**config.mk**
```make
export PLATFORM = sky130hd
export DESIGN_NAME = branchUnit
export DESIGN_NICKNAME = d
export VERILOG_FILES = /design/src/source/branchPkg.sv /design/src/source/branchResolve.sv /design/src/source/branchUnit.sv /design/src/source/regCompare.sv
export SDC_FILE = /design/constraint.sdc
export NUM_CORES = 1
export LEC_CHECK = 0
export ABC_AREA = 1
export BUFFER_PORTS_ARGS = -buffer_cell sky130_fd_sc_hd__clkbuf_2
export CORE_ASPECT_RATIO = 1.2
export CORE_UTILIZATION = 50
export DETAILED_ROUTE_END_ITERATION = 10
export PLACE_DENSITY = 0.76
export SLEW_MARGIN = 10
export SYNTH_ARGS = -nofsm -noshare
export SYNTH_HDL_FRONTEND = slang
export SYNTH_HIERARCHICAL = 1
export SYNTH_SLANG_ARGS = --single-unit
```
**constraint.sdc**
```tcl
create_clock -name clk -period 2.2 [get_ports clk]
set_clock_uncertainty 0.2 [all_clocks]
set_input_delay 0.22 -clock clk [delete_from_list [all_inputs] [get_ports clk]]
set_output_delay 0.22 -clock clk [all_outputs]
set_load 0.005 [all_outputs]
```
**src/source/branchPkg.sv**
```systemverilog
package branchPkg;

    //////////////////////////////////////////////////////////////////////
    // Widths
    //////////////////////////////////////////////////////////////////////

    // Register and address width
    localparam int DataWidth = 32;
    // Branch offset, counted in 32-bit words
    localparam int OffsetWidth = 16;

    //////////////////////////////////////////////////////////////////////
    // Branch kinds
    //////////////////////////////////////////////////////////////////////

    typedef enum logic [3:0] {
        opBeq  = 4'd0,
        opBne  = 4'd1,
        opBlt  = 4'd2,
        opBgt  = 4'd3,
        opBltz = 4'd4,
        opBgtz = 4'd5,
        opBlez = 4'd6,
        opBgez = 4'd7,
        // Register jump, target comes from rs1
        opJr   = 4'd8
    } branchOpT;

    //////////////////////////////////////////////////////////////////////
    // Decode to branch unit
    //////////////////////////////////////////////////////////////////////

    typedef struct packed {
        logic [DataWidth-1:0]   pc;
        branchOpT               op;
        logic [DataWidth-1:0]   rs1;
        logic [DataWidth-1:0]   rs2;
        // Signed word offset, relative to pc plus 4
        logic [OffsetWidth-1:0] offset;
        // Fetch guessed taken
        logic                   predTaken;
    } branchReqT;

    // Comparator output
    typedef struct packed {
        // Operands equal
        logic eq;
        // Signed order of rs1 against rs2
        logic lt;
        logic gt;
        // Status of rs1 alone
        logic zero;
        logic ltz;
        logic gtz;
    } cmpFlagsT;

    //////////////////////////////////////////////////////////////////////
    // Branch unit to fetch
    //////////////////////////////////////////////////////////////////////

    typedef struct packed {
        logic [DataWidth-1:0] pc;
        logic                 taken;
        logic                 mispredict;
        // Target when taken, else pc plus 4
        logic [DataWidth-1:0] nextPc;
    } branchResT;

endpackage

```
**src/source/branchResolve.sv**
```systemverilog
module branchResolve (
    input  logic                 clk,
    input  logic                 arstN,
    input  logic                 reqValid,
    input  branchPkg::branchReqT req,
    input  branchPkg::cmpFlagsT  flags,
    output logic                 resultValid,
    output branchPkg::branchResT result,
    output logic                 redirect
);
    import branchPkg::*;

    // Taken decision for the current request
    logic taken;

    // Candidate next addresses
    logic [DataWidth-1:0] pcPlus4;
    logic [DataWidth-1:0] offsetBytes;
    logic [DataWidth-1:0] branchTarget;
    logic [DataWidth-1:0] jrTarget;
    logic [DataWidth-1:0] nextPc;

    logic mispredict;

    // Outcome before the register
    branchResT resolved;

    //////////////////////////////////////////////////////////////////////
    // Condition select
    //////////////////////////////////////////////////////////////////////

    always_comb begin
        case (req.op)
            opBeq: begin
                taken = flags.eq;
            end
            opBne: begin
                taken = !flags.eq;
            end
            opBlt: begin
                taken = flags.lt;
            end
            opBgt: begin
                taken = flags.gt;
            end
            opBltz: begin
                taken = flags.ltz;
            end
            opBgtz: begin
                taken = flags.gtz;
            end
            opBlez: begin
                taken = flags.ltz || flags.zero;
            end
            opBgez: begin
                taken = !flags.ltz;
            end
            opJr: begin
                taken = 1'b1;
            end
            default: begin
                // Unused encodings never redirect
                taken = 1'b0;
            end
        endcase
    end

    //////////////////////////////////////////////////////////////////////
    // Target and fall-through
    //////////////////////////////////////////////////////////////////////

    assign pcPlus4 = req.pc + DataWidth'(4);

    // Word offset, sign extended and scaled to bytes
    assign offsetBytes = {
        {(DataWidth - OffsetWidth - 2){req.offset[OffsetWidth-1]}},
        req.offset,
        2'b00
    };

    // Wraps at 32 bits
    assign branchTarget = pcPlus4 + offsetBytes;

    // Register jump keeps word alignment
    assign jrTarget = {req.rs1[DataWidth-1:2], 2'b00};

    always_comb begin
        if (!taken) begin
            nextPc = pcPlus4;
        end else if (req.op == opJr) begin
            nextPc = jrTarget;
        end else begin
            nextPc = branchTarget;
        end
    end

    assign mispredict = taken != req.predTaken;

    always_comb begin
        resolved            = '0;
        resolved.pc         = req.pc;
        resolved.taken      = taken;
        resolved.mispredict = mispredict;
        resolved.nextPc     = nextPc;
    end

    //////////////////////////////////////////////////////////////////////
    // Output register
    //////////////////////////////////////////////////////////////////////

    always_ff @(posedge clk or negedge arstN) begin
        if (!arstN) begin
            resultValid <= 1'b0;
            redirect    <= 1'b0;
        end else begin
            resultValid <= reqValid;
            // Flush pulse only for a real, wrongly guessed branch
            redirect    <= reqValid && mispredict;
        end
    end

    // Result holds its last value through idle cycles
    always_ff @(posedge clk or negedge arstN) begin
        if (!arstN) begin
            result <= '0;
        end else if (reqValid) begin
            result <= resolved;
        end
    end

endmodule

```
**src/source/branchUnit.sv**
```systemverilog
module branchUnit (
    input  logic                 clk,
    input  logic                 arstN,
    input  logic                 reqValid,
    input  branchPkg::branchReqT req,
    output logic                 resultValid,
    output branchPkg::branchResT result,
    output logic                 redirect
);
    import branchPkg::*;

    // Comparator flags, same cycle as the request
    cmpFlagsT flags;

    //////////////////////////////////////////////////////////////////////
    // Operand comparison
    //////////////////////////////////////////////////////////////////////

    regCompare i_regCompare (
        .rs1   (req.rs1),
        .rs2   (req.rs2),
        .flags (flags)
    );

    //////////////////////////////////////////////////////////////////////
    // Decision and result register
    //////////////////////////////////////////////////////////////////////

    branchResolve i_branchResolve (
        .clk         (clk),
        .arstN       (arstN),
        .reqValid    (reqValid),
        .req         (req),
        .flags       (flags),
        .resultValid (resultValid),
        .result      (result),
        .redirect    (redirect)
    );

endmodule

```
**src/source/regCompare.sv**
```systemverilog
module regCompare (
    input  logic [branchPkg::DataWidth-1:0] rs1,
    input  logic [branchPkg::DataWidth-1:0] rs2,
    output branchPkg::cmpFlagsT             flags
);
    import branchPkg::*;

    // Sign bits of the two operands
    logic sign1;
    logic sign2;
    logic signsDiffer;

    // Order of the bits below the sign
    logic lowLess;
    logic lowEqual;

    // rs1 status
    logic rs1Zero;

    assign sign1       = rs1[DataWidth-1];
    assign sign2       = rs2[DataWidth-1];
    assign signsDiffer = sign1 ^ sign2;

    // With equal signs, two's complement order matches the order
    // of the remaining bits, for negative values as well
    assign lowLess  = rs1[DataWidth-2:0] < rs2[DataWidth-2:0];
    assign lowEqual = rs1[DataWidth-2:0] == rs2[DataWidth-2:0];

    assign rs1Zero = (rs1 == '0);

    //////////////////////////////////////////////////////////////////////
    // Operand order
    //////////////////////////////////////////////////////////////////////

    always_comb begin
        flags = '0;

        if (signsDiffer) begin
            // Negative operand is the smaller one
            flags.lt = sign1;
            flags.gt = sign2;
        end else if (lowEqual) begin
            flags.eq = 1'b1;
        end else begin
            flags.lt = lowLess;
            flags.gt = !lowLess;
        end

        // Single operand tests on rs1
        flags.zero = rs1Zero;
        flags.ltz  = sign1;
        flags.gtz  = !sign1 && !rs1Zero;
    end

endmodule

```
==> impl_summary.md, run 1 <==
Die
The count of pins on the block boundary is 188. The height of the chip is 133.4 µm. For this configuration, the core starts out at a cell density of 0.5166.

The floorplan row count is 47. The width of the die is 111.5 µm.

Place
Including well taps, the total number of placed cells is 1661. Buffers placed on the I/O ports in this run total 187. The routability congestion estimate from global placement is 0.9614. Summed over all nets, the half-perimeter wirelength after detailed placement is 20090 µm.

Timing
After the last repair the worst path ends at a register input. When the global-route repair_timing finished, the worst setup path ended at i_branchResolve/result[30]$_DFFE_PN0P_/D.

Clock tree
The H-tree was split into 3 levels. The clock passes through at most 2 buffers. The clock sink total is 68.

The tree is rooted in a sky130_fd_sc_hd__clkbuf_16. Counting the buffers created by CTS gives 9.

Synth
In this run the cell area of the synthesized design comes to 7199 µm². Counting every instance in the synthesized netlist gives 1149. The number of nets in the synthesized netlist is 1338. Synthesis inferred 68 register bits. The synthesized area per cell is 6.266 µm². Yosys printed 6 warnings. In the synthesized netlist the dominant register cell turns out to be sky130_fd_sc_hd__dfrtp_1. The sequential area share after synthesis is 0.2364. The number of enable flip-flop cells after synthesis is 0. The number of different library cells in the post-synthesis netlist is 44. The share of async-settable or async-resettable flops after synthesis is 1.000.

Status
Progress stopped at 5_1_grt. The first error in the log reads "[ERROR GRT-0232] Routing congestion too high. Check the congestion heatmap in the GUI". The run stopped with a tool error.

GRT
The pin count of the biggest net entering global routing is 74. For this run the aggregate overflow at the end of global routing stands at 204. The aggregate global-route resource usage is 0.8062.
## metrics by stage
stage / cell area [µm²] / hold WS [ns] / worst slack [ns] / TNS, ns / util
3_5_place_dp: 10010 / 0.06932 / -0.9386 / -22.62 / 0.7179
4_1_cts: 12050 / 0.006460 / -0.3824 / -5.968 / 0.8645
2_1_floorplan: 7586 / -0.2756 / -0.2832 / -2.869 / -
3_3_place_gp: 10010 / 0.06792 / -0.8957 / -20.77 / 0.7179
## cell usage after synthesis, types with 8 or more instances
master | number | area, µm²
sky130_fd_sc_hd__xor2_1 | 18 | 157.7
sky130_fd_sc_hd__dfrtp_1 | 68 | 1702
sky130_fd_sc_hd__nand2_2 | 11 | 68.82
sky130_fd_sc_hd__inv_1 | 157 | 589.3
sky130_fd_sc_hd__xnor2_1 | 17 | 148.9
sky130_fd_sc_hd__a21oi_1 | 84 | 420.4
sky130_fd_sc_hd__nand3_1 | 57 | 285.3
sky130_fd_sc_hd__nor2_2 | 9 | 56.30
sky130_fd_sc_hd__nor2_4 | 8 | 90.09
sky130_fd_sc_hd__ha_1 | 68 | 850.8
sky130_fd_sc_hd__nor4_1 | 10 | 62.56
sky130_fd_sc_hd__o211ai_1 | 8 | 60.06
sky130_fd_sc_hd__clkbuf_1 | 16 | 60.06
sky130_fd_sc_hd__o21ai_0 | 28 | 140.1
sky130_fd_sc_hd__nor2_1 | 90 | 337.8
sky130_fd_sc_hd__nand2_1 | 422 | 1584
sky130_fd_sc_hd__nand4_1 | 11 | 68.82
sky130_fd_sc_hd__nor3_1 | 9 | 45.04
## per-layer routing
| layer | global-route usage | GRT overflow |
|---|---|---|
| met2 | 1.002 | 109 |
| met5 | 0.1667 | 0 |
| met1 | 0.7883 | 4 |
| met3 | 0.6128 | 5 |
| met4 | 0.8934 | 86 |
## cells by family after synthesis
group / after synthesis / synth area share
AO/OA/AOI/OAI: 137 / 0.1034
flip-flops: 68 / 0.2364
buffers and inverters: 190 / 0.1032
adder cells (fa/ha/maj): 69 / 0.1210
XOR/XNOR: 37 / 0.04710
AND/OR/NAND/NOR: 648 / 0.3889
## timing repair
action,CTS
resized for setup,275
pin swaps,128
hold buffers,16
setup buffers,34
endpoints found under the setup margin,33
endpoints found under the hold margin,85
gates cloned,1
==> run 2: changes to the inputs <==
--- a/config.mk
+++ b/config.mk
@@ -7,10 +7,9 @@
 export LEC_CHECK = 0
 export ABC_AREA = 1
 export BUFFER_PORTS_ARGS = -buffer_cell sky130_fd_sc_hd__clkbuf_2
-export CORE_ASPECT_RATIO = 1.2
-export CORE_UTILIZATION = 50
+export CORE_UTILIZATION = 35
 export DETAILED_ROUTE_END_ITERATION = 10
-export PLACE_DENSITY = 0.76
+export PLACE_DENSITY_LB_ADDON = 0.15
 export SLEW_MARGIN = 10
 export SYNTH_ARGS = -nofsm -noshare
 export SYNTH_HDL_FRONTEND = slang
==> impl_summary.md, run 2 <==
Cells and area
The total number of nets in the final design is 1751. The number of diodes added for antenna fixing is 0. The top cell types in the final layout, fill and taps aside, are 324 x sky130_fd_sc_hd__nand2_1, 198 x sky130_fd_sc_hd__buf_4, 164 x sky130_fd_sc_hd__clkbuf_2. The area added between synthesis and finish is 79.46%. The fraction of final layout cells with drive strength greater than 1 is 0.5061. The post-route standard cell area excluding fillers is 12920 µm².

The leading cell type in the layout, fill and taps excluded is sky130_fd_sc_hd__nand2_1. The number of flip-flops in the largest register is 66. In the final layout, the registers with the most flip-flops are i_branchResolve/result (66), i_branchResolve/redirect (1), i_branchResolve/resultValid (1). The final cell utilization of the core is 0.6406. The register with the most flip-flops is i_branchResolve/result.

Synth
After synthesis, the largest family of logic cells by area is simple AND/OR/NAND/NOR gates. Summed over all instances, the cell type with the most area after synthesis is sky130_fd_sc_hd__dfrtp_1. The xor and xnor area share after synthesis is 0.04710 (unchanged).

The share of synthesized area spent on multiplexers is 0 (unchanged). The primary flip-flop cell chosen by synthesis mapping is sky130_fd_sc_hd__dfrtp_1. The share of async-settable or async-resettable flops after synthesis came to 1.000 (unchanged).

By area the synthesized netlist is led by sky130_fd_sc_hd__dfrtp_1 24%, sky130_fd_sc_hd__nand2_1 22%, sky130_fd_sc_hd__ha_1 12%. The number of nets in the synthesized netlist is 1338 (unchanged). The commonest cells after synthesis are 422 x sky130_fd_sc_hd__nand2_1, 157 x sky130_fd_sc_hd__inv_1, 90 x sky130_fd_sc_hd__nor2_1, 84 x sky130_fd_sc_hd__a21oi_1. The most frequently used cell type in the post-synthesis netlist is sky130_fd_sc_hd__nand2_1. The top cell type's share of synthesized area was 0.2364 (unchanged). The number of enable flip-flop cells after synthesis was 0 (unchanged). The synthesized instance count came to 1149 (unchanged). The post-synth design cell area is 7199 µm² (unchanged).

The number of synthesis warnings was 6 (unchanged). The number of synthesized register bits came to 68 (unchanged). The sequential area share after synthesis is 0.2364 (unchanged). The synthesized area per cell is 6.266 µm² (unchanged). The number of different library cells in the post-synthesis netlist was 44 (unchanged). The compound-cell area share of the yosys netlist is 0.1034 (unchanged). The share of synthesized cell area in and, or, nand and nor gates was 0.3889 (unchanged). The adder and majority cell fraction of the synthesized area is 0.1210 (unchanged).

Timing
The final critical-path required period is 2.612 ns. The number of max-slew violations in the final report came to 0. The number of hold-slack violations in the final timing report is 0. The worst path setup slack after routing is -0.4117 ns.

The final setup violation count is 30. The slew of the pin with the lowest slew margin is 0.5577 ns. The worst hold slack after final layout is 0.01762 ns.

Setup repair after global routing could not meet its margin everywhere. For this run, the top clock speed supported by timing is 0.3829 GHz. Of the available clock period, the critical path in the final layout requires 1.187.

In this run the tightest slew margin relative to its limit is 0.6277.

Setup path
The critical path contains buffers and inverters numbering 3 combined. The cell depth of the worst flop-to-flop path is 2. For this run, the slowest stage of the critical path takes 0.29 ns. Data on the critical path is required at its endpoint by 2.24 ns. The critical path is of the in2reg type. The end of the worst register-to-register path is i_branchResolve/result[6].

The worst setup path is captured at a register. The highest fanout seen on the critical path is 4. The critical path goes through clkbuf_16 -> nand2_8 -> buf_12 -> nor2_4 -> nand2_4 -> nor2_4 -> nand2_2 -> nor2_4 -> xor2_2 -> inv_2 -> ha_4 -> nand2_4 -> nor3_4 -> and2_4 -> nand3b_1 -> nand3_1 -> nand2_1 -> nand3_1 -> nand2_1 -> nand2_2 -> nand2_1. The data arrival time of the worst path is 2.65 ns. The slowest cell on the critical path is sky130_fd_sc_hd__ha_4. Setup slack on the worst reg-to-reg path comes out at 1.23 ns. The top cell family by delay on the critical path is simple AND/OR/NAND/NOR gates. In this run the critical register-to-register path is launched from i_branchResolve/result[6]. The worst setup path is launched from a primary input.

Min path
Along the worst hold path, the cell count comes to 3. In this run the worst hold path is classified as in2reg. The path with the worst hold slack has its endpoint at i_branchResolve/result[2]. In this run the most critical hold path is launched from req[87].

Routing
The via-per-instance ratio is 4.766. Dividing the detail-routed wire length by the instance count gives 14.84 µm. In this run the remaining antenna-violating nets after routing total 0.

The remaining routing DRC violations is 0. Wires add up to 27270 µm. The initial detailed-routing violation count is 337. The detailed-route via count is 8755. For this run, the detailed router's first-pass iteration total came to 5.

Die
The count of pins on the block boundary was 188 (unchanged). The placeable core region is 20170 µm². The height of the chip is 145.4 µm (+9.0%). The floorplan row count is 52 (+11%). The effective utilization at floorplan is 0.3569 (-0.1596). The die covers 21150 µm². The width of the die is 145.4 µm (+30%).

Place
The port buffer count was 187 (unchanged). The setup slack after placement is -1.012 ns (-0.07311 ns). The routability congestion estimate from global placement came to 0.8924 (-7.2%). The post-DP HPWL is 20600 µm (+2.5%). The cell area after placement is 10230 µm² (+2.3%).

Clock tree
The number of buffers inserted during clock tree synthesis is 9 (unchanged). The buffer levels on the longest clock path is 2 (unchanged). The CTS H-tree depth is 3 (unchanged).

The clock latency on the worst-skew pair is 0.34 ns. The clock transition at the registers of the reported paths is 0.06 ns. TritonCTS built the clock tree. The clock sink total is 68 (unchanged). In this run the clock root is driven by a sky130_fd_sc_hd__clkbuf_16.

Power and ir drop
In this run the static leakage power is 6.613 nW. The peak supply drop is 372.8 µV. The power density over the cells is 435.6 nW/µm².

GRT
The number of antenna violations at the first check in global routing is 0. The aggregate global-route resource usage is 0.2498. The pin count of the biggest net entering global routing is 69. The sum of overflow across all layers after global routing is 0. The via count of the first global-routing pass is 8498.

The first global-routing pass estimated 42210 µm of wire.

Status
The final reports fail on setup timing. The run finished, with violations left.

Run
The max-cap violation count is 0.
run 2: cell counts after synthesis:
No cell type changed its count.
run 2: area by class of cell:
type	instances	area, µm²
clock buffers	11	232.7
repair buffers	429	3196
inverters	163	631.9
well taps	270	337.8
flip-flops and latches	68	1702
clock inverters	5	52.55
fillers	1813	7249
multi-input cells	891	6768
run 2: power by group:
group / switching, W / internal, W
Sequential: 0.0000931 / 0.00140
Clock: 0.000571 / 0.000872
Combinational: 0.00140 / 0.00129
Total: 0.00207 / 0.00356
run 2: worst max-delay path by stage:
stage            start                    endpoint  slack [ns]  cells after the start
5_1_grt        req[98]  i_branchResolve/result[31]       -0.60                     23
3_3_place_gp   req[88]  i_branchResolve/result[26]       -0.95                     22
3_5_place_dp   req[87]  i_branchResolve/result[26]       -1.01                     22
4_1_cts        req[90]  i_branchResolve/result[31]       -0.41                     22
2_1_floorplan  req[87]  i_branchResolve/result[26]       -0.28                     18
6_report       req[90]  i_branchResolve/result[26]       -0.41                     21
run 2: metal layers:
metal,global-route usage,wire length [µm],share of wire,vias to the layer above
li1,-,-,-,4452
met1,0.3105,11520,0.42,4063
met2,0.4498,14000,0.51,195
met3,0.03480,1072,0.039,45
met4,0.06737,677,0.025,0
met5,0,0,0,-
run 2: timing repair:
item                                    CTS  global route
pin swaps                                98           127
endpoints found under the setup margin   33            33
setup buffers                            21            18
resized for setup                       245           183
endpoints found under the hold margin    89             0
hold buffers                             19             0
run 2: logic make-up after synthesis:
logic type      Yosys count
simple gates            648
fa+ha+maj                69
xor+xnor                 37
compound gates          137
buf+inv                 190
flops                    68
run 2: worst register-to-register path, delay by kind of cell (launching register included):
family             cells  cell delay, ns
AOI/OAI and AO/OA      1            0.19
and+or+nand+nor        1            0.06
DFF                    1            0.41
run 2: metrics by stage:
step / total power (W) / setup TNS, ns / std cells
floorplan: 0.002536 / -2.869 / 1149
global placement: 0.003523 / -22.73 / 1769
detailed placement: 0.003540 / -23.24 / 1769
CTS: 0.005367 / -5.496 / 1821
global route: 0.005953 / -11.43 / 1837
finish: 0.005628 / -6.759 / 1837
No activity file was read; power rests on OpenSTA's default activity.
==> run 3: changes to the inputs <==
--- a/config.mk
+++ b/config.mk
@@ -8,6 +8,7 @@
 export ABC_AREA = 1
 export BUFFER_PORTS_ARGS = -buffer_cell sky130_fd_sc_hd__clkbuf_2
 export CORE_UTILIZATION = 35
+export CTS_BUF_LIST = sky130_fd_sc_hd__clkbuf_8 sky130_fd_sc_hd__clkbuf_16
 export DETAILED_ROUTE_END_ITERATION = 10
 export PLACE_DENSITY_LB_ADDON = 0.15
 export SLEW_MARGIN = 10
==> impl_summary.md, run 3 (synthesized netlist as in run 2, its figures left out) <==
Timing
The setup TNS came to -6.743 ns (+0.01514 ns). Setup repair after global routing could not meet its margin everywhere. The final setup violation count is 30 (unchanged). The final critical-path required period is 2.610 ns (-0.001548 ns).

The portion of the clock cycle consumed by the worst path in the final layout is 1.186 (about the same). The worst path setup slack after routing is -0.4101 ns (+0.001548 ns). The maximum clock frequency is 0.3831 GHz (about the same). The number of max-slew violations in the final report is 0 (unchanged). The number of hold-slack violations in the final timing report is 0 (unchanged). The headroom to the max-slew limit came to 0.6281 (about the same).

The slew of the pin with the lowest slew margin is 0.5570 ns (-0.0007259 ns).

Power and ir drop
The switching fraction of total power is 0.3677 (+0.0004256). The peak supply drop is 372.6 µV (about the same). The final total power is 0.005617 W (-0.20%). The relative contribution of the clock network to total power came to 0.255 (about the same). The power density over the cells is 434.7 nW/µm² (-0.20%). The leakage power is 6.621 nW (+0.13%). The part of the total power dissipated in sequential elements came to 0.265 (about the same). The proportion of power drawn by combinational gates is 0.480 (about the same). The internal power of the cells is 0.003552 W (-0.26%). The switching component of the power is 0.002065 W (about the same).

Setup path
The cell depth of the worst flop-to-flop path came to 2 (unchanged). The startpoint-to-endpoint class of the critical path is in2reg. The capturing element type of the critical path is a register.

The highest fanout seen on the critical path is 4 (unchanged). The worst path required time is 2.24 ns (about the same). The data arrival time of the worst path came to 2.65 ns (about the same). The sort of element at the start of the critical path is a primary input.

Cells and area
In the layout the commonest cells are 324 x sky130_fd_sc_hd__nand2_1, 198 x sky130_fd_sc_hd__buf_4, 164 x sky130_fd_sc_hd__clkbuf_2. The register with the most flip-flops is i_branchResolve/result. Leaving out fill and tap cells, the most frequent cell in the layout is sky130_fd_sc_hd__nand2_1. The final cell utilization of the core is 0.6406 (unchanged). The post-route standard cell area excluding fillers is 12920 µm² (unchanged).

The total number of nets in the final design is 1751 (unchanged). The largest registers in the layout are i_branchResolve/result (66), i_branchResolve/redirect (1), i_branchResolve/resultValid (1). The fraction of final layout cells with drive strength greater than 1 is 0.5061 (unchanged). The number of diodes added for antenna fixing was 0 (unchanged). The number of fill cells is 1813 (unchanged). The number of flip-flops in the largest register was 66 (unchanged). The area added between synthesis and finish came to 79.46% (unchanged).

Clock tree
The CTS H-tree depth was 3 (unchanged). The buffer levels on the longest clock path is 2 (unchanged). The TritonCTS clock tree is built.

Clock tree synthesis selected as its root buffer the cell sky130_fd_sc_hd__clkbuf_16. The clock transition at the registers of the reported paths is 0.06 ns (about the same). The number of buffers inserted during clock tree synthesis is 9 (unchanged). The clock latency on the worst-skew pair is 0.34 ns (about the same). The clock sink total is 68 (unchanged).

GRT
The aggregate global-route resource usage is 0.2498 (unchanged). The global-route wire length before repair came to 42210 µm (unchanged). The number of antenna violations at the first check in global routing came to 0 (unchanged). The via count of the first global-routing pass is 8498 (unchanged).

The sum of overflow across all layers after global routing is 0 (unchanged). The pin count of the biggest net entering global routing is 69 (unchanged).

Routing
The topmost layer with routed signal wires is met4. The first-pass iteration count of the detailed router is 5 (unchanged). The total wire length after detailed routing is 27280 µm (about the same). The initial detailed-routing violation count is 335 (-0.59%).

The detailed-route via count was 8746 (-0.10%). The via-per-instance ratio came to 4.761 (-0.10%). The routed length on met3 is 1079 µm (+0.65%). The wire length on met2 was 14000 µm (about the same). The remaining routing DRC violations was 0 (unchanged). The routed wire length per instance is 14.85 µm (about the same). The remaining number of nets flagged by the antenna check after routing is 0 (unchanged). The wire length the detailed router placed on met1 is 11520 µm (unchanged).

Run
The max-cap violation count came to 0 (unchanged).

Status
The flow ran to the end, but the final reports show violations. The checks that failed: setup timing.

Place
The port buffer count is 187 (unchanged). The cell area after placement was 10230 µm² (unchanged). The post-DP HPWL came to 20600 µm (unchanged). The routability congestion estimate from global placement is 0.8924 (unchanged).

Die
The count of pins on the block boundary is 188 (unchanged). The effective utilization at floorplan is 0.3569 (unchanged). The height of the chip is 145.4 µm (unchanged). The floorplan row count was 52 (unchanged). The placeable core region came to 20170 µm² (unchanged). The width of the die is 145.4 µm (unchanged).

The area of the die is 21150 µm² (unchanged).

Min path
The number of stages on the worst hold path is 3 (unchanged). The tightest min-delay check is of the in2reg type.
[run 3: changes by cell type in the layout (fill, tap and decap cells not counted)]
cell | previous run | this run
sky130_fd_sc_hd__inv_1 | 114 | 116
sky130_fd_sc_hd__clkbuf_1 | 2 | 0
[run 3: per-stage QoR]
stage | hold slack [ns] | setup slack (ns) | instances
after floorplan | -0.2756 | -0.2832 | 1149
final | 0.01794 | -0.4101 | 1837
after detailed placement | 0.07551 | -1.012 | 1769
after CTS | 0.01460 | -0.4093 | 1821
after global routing | 0.02733 | -0.5986 | 1837
after global placement | 0.07854 | -0.9531 | 1769
[run 3: repair_timing]
item                                    CTS  global route
gates resized for setup                 245           183
pin swaps                                98           127
endpoints found under the setup margin   33            33
buffers inserted                         21            18
cloned                                    0             0
hold endpoints to repair                 89             0
hold buffers                             19             0
[run 3: area by class of cell]
| type | instances | area, µm² | share of cell area |
|---|---|---|---|
| Multi-Input combinational cell | 891 | 6768 | 0.5238 |
| Timing Repair Buffer | 429 | 3196 | 0.2473 |
| Sequential cell | 68 | 1702 | 0.1317 |
| Inverter | 163 | 631.9 | 0.04891 |
| Tap cell | 270 | 337.8 | 0.02615 |
| Clock buffer | 9 | 225.2 | 0.01743 |
| Clock inverter | 7 | 60.06 | 0.004648 |
[run 3: path summary, 6_finish.rpt]
path                                       startpoint                    endpoint  slack [ns]
setup reg to reg            i_branchResolve/result[6]   i_branchResolve/result[6]        1.23
max in group asynchronous                       arstN  i_branchResolve/result[31]        1.24
hold reg to reg            i_branchResolve/result[56]  i_branchResolve/result[56]        0.27
hold / removal                                req[87]   i_branchResolve/result[2]        0.02
setup / recovery                              req[90]  i_branchResolve/result[26]       -0.41
min in group asynchronous                       arstN  i_branchResolve/result[38]        0.22
[run 3: critical path, cell delays in order]
cell	delay, ns
sky130_fd_sc_hd__clkbuf_16	0.12
sky130_fd_sc_hd__nand2_8	0.06
sky130_fd_sc_hd__buf_12	0.12
sky130_fd_sc_hd__nor2_4	0.17
sky130_fd_sc_hd__nand2_4	0.11
sky130_fd_sc_hd__nor2_4	0.11
sky130_fd_sc_hd__nand2_2	0.07
sky130_fd_sc_hd__nor2_4	0.12
sky130_fd_sc_hd__xor2_2	0.18
sky130_fd_sc_hd__inv_2	0.09
sky130_fd_sc_hd__ha_4	0.29
sky130_fd_sc_hd__nand2_4	0.06
sky130_fd_sc_hd__nor3_4	0.18
sky130_fd_sc_hd__and2_4	0.19
sky130_fd_sc_hd__nand3b_1	0.11
sky130_fd_sc_hd__nand3_1	0.08
sky130_fd_sc_hd__nand2_1	0.05
sky130_fd_sc_hd__nand3_1	0.08
sky130_fd_sc_hd__nand2_1	0.10
sky130_fd_sc_hd__nand2_2	0.08
sky130_fd_sc_hd__nand2_1	0.05
[run 3: layer usage]
| metal | global-route usage | up-vias |
|---|---|---|
| met2 | 0.4498 | 188 |
| met1 | 0.3105 | 4059 |
| met5 | 0 | - |
| li1 | - | 4454 |
| met4 | 0.06737 | 0 |
| met3 | 0.03480 | 45 |
[run 3: power by group through the flow]
| stage | combinational, W | sequential (W) | clock, W |
|---|---|---|---|
| finish | 0.00270 | 0.00149 | 0.00143 |
| global route | 0.00293 | 0.00151 | 0.00151 |
| CTS | 0.00241 | 0.00149 | 0.00146 |
| detailed placement | 0.00203 | 0.00151 | 0 |
| global placement | 0.00202 | 0.00151 | 0 |
| floorplan | 0.00103 | 0.00150 | 0 |
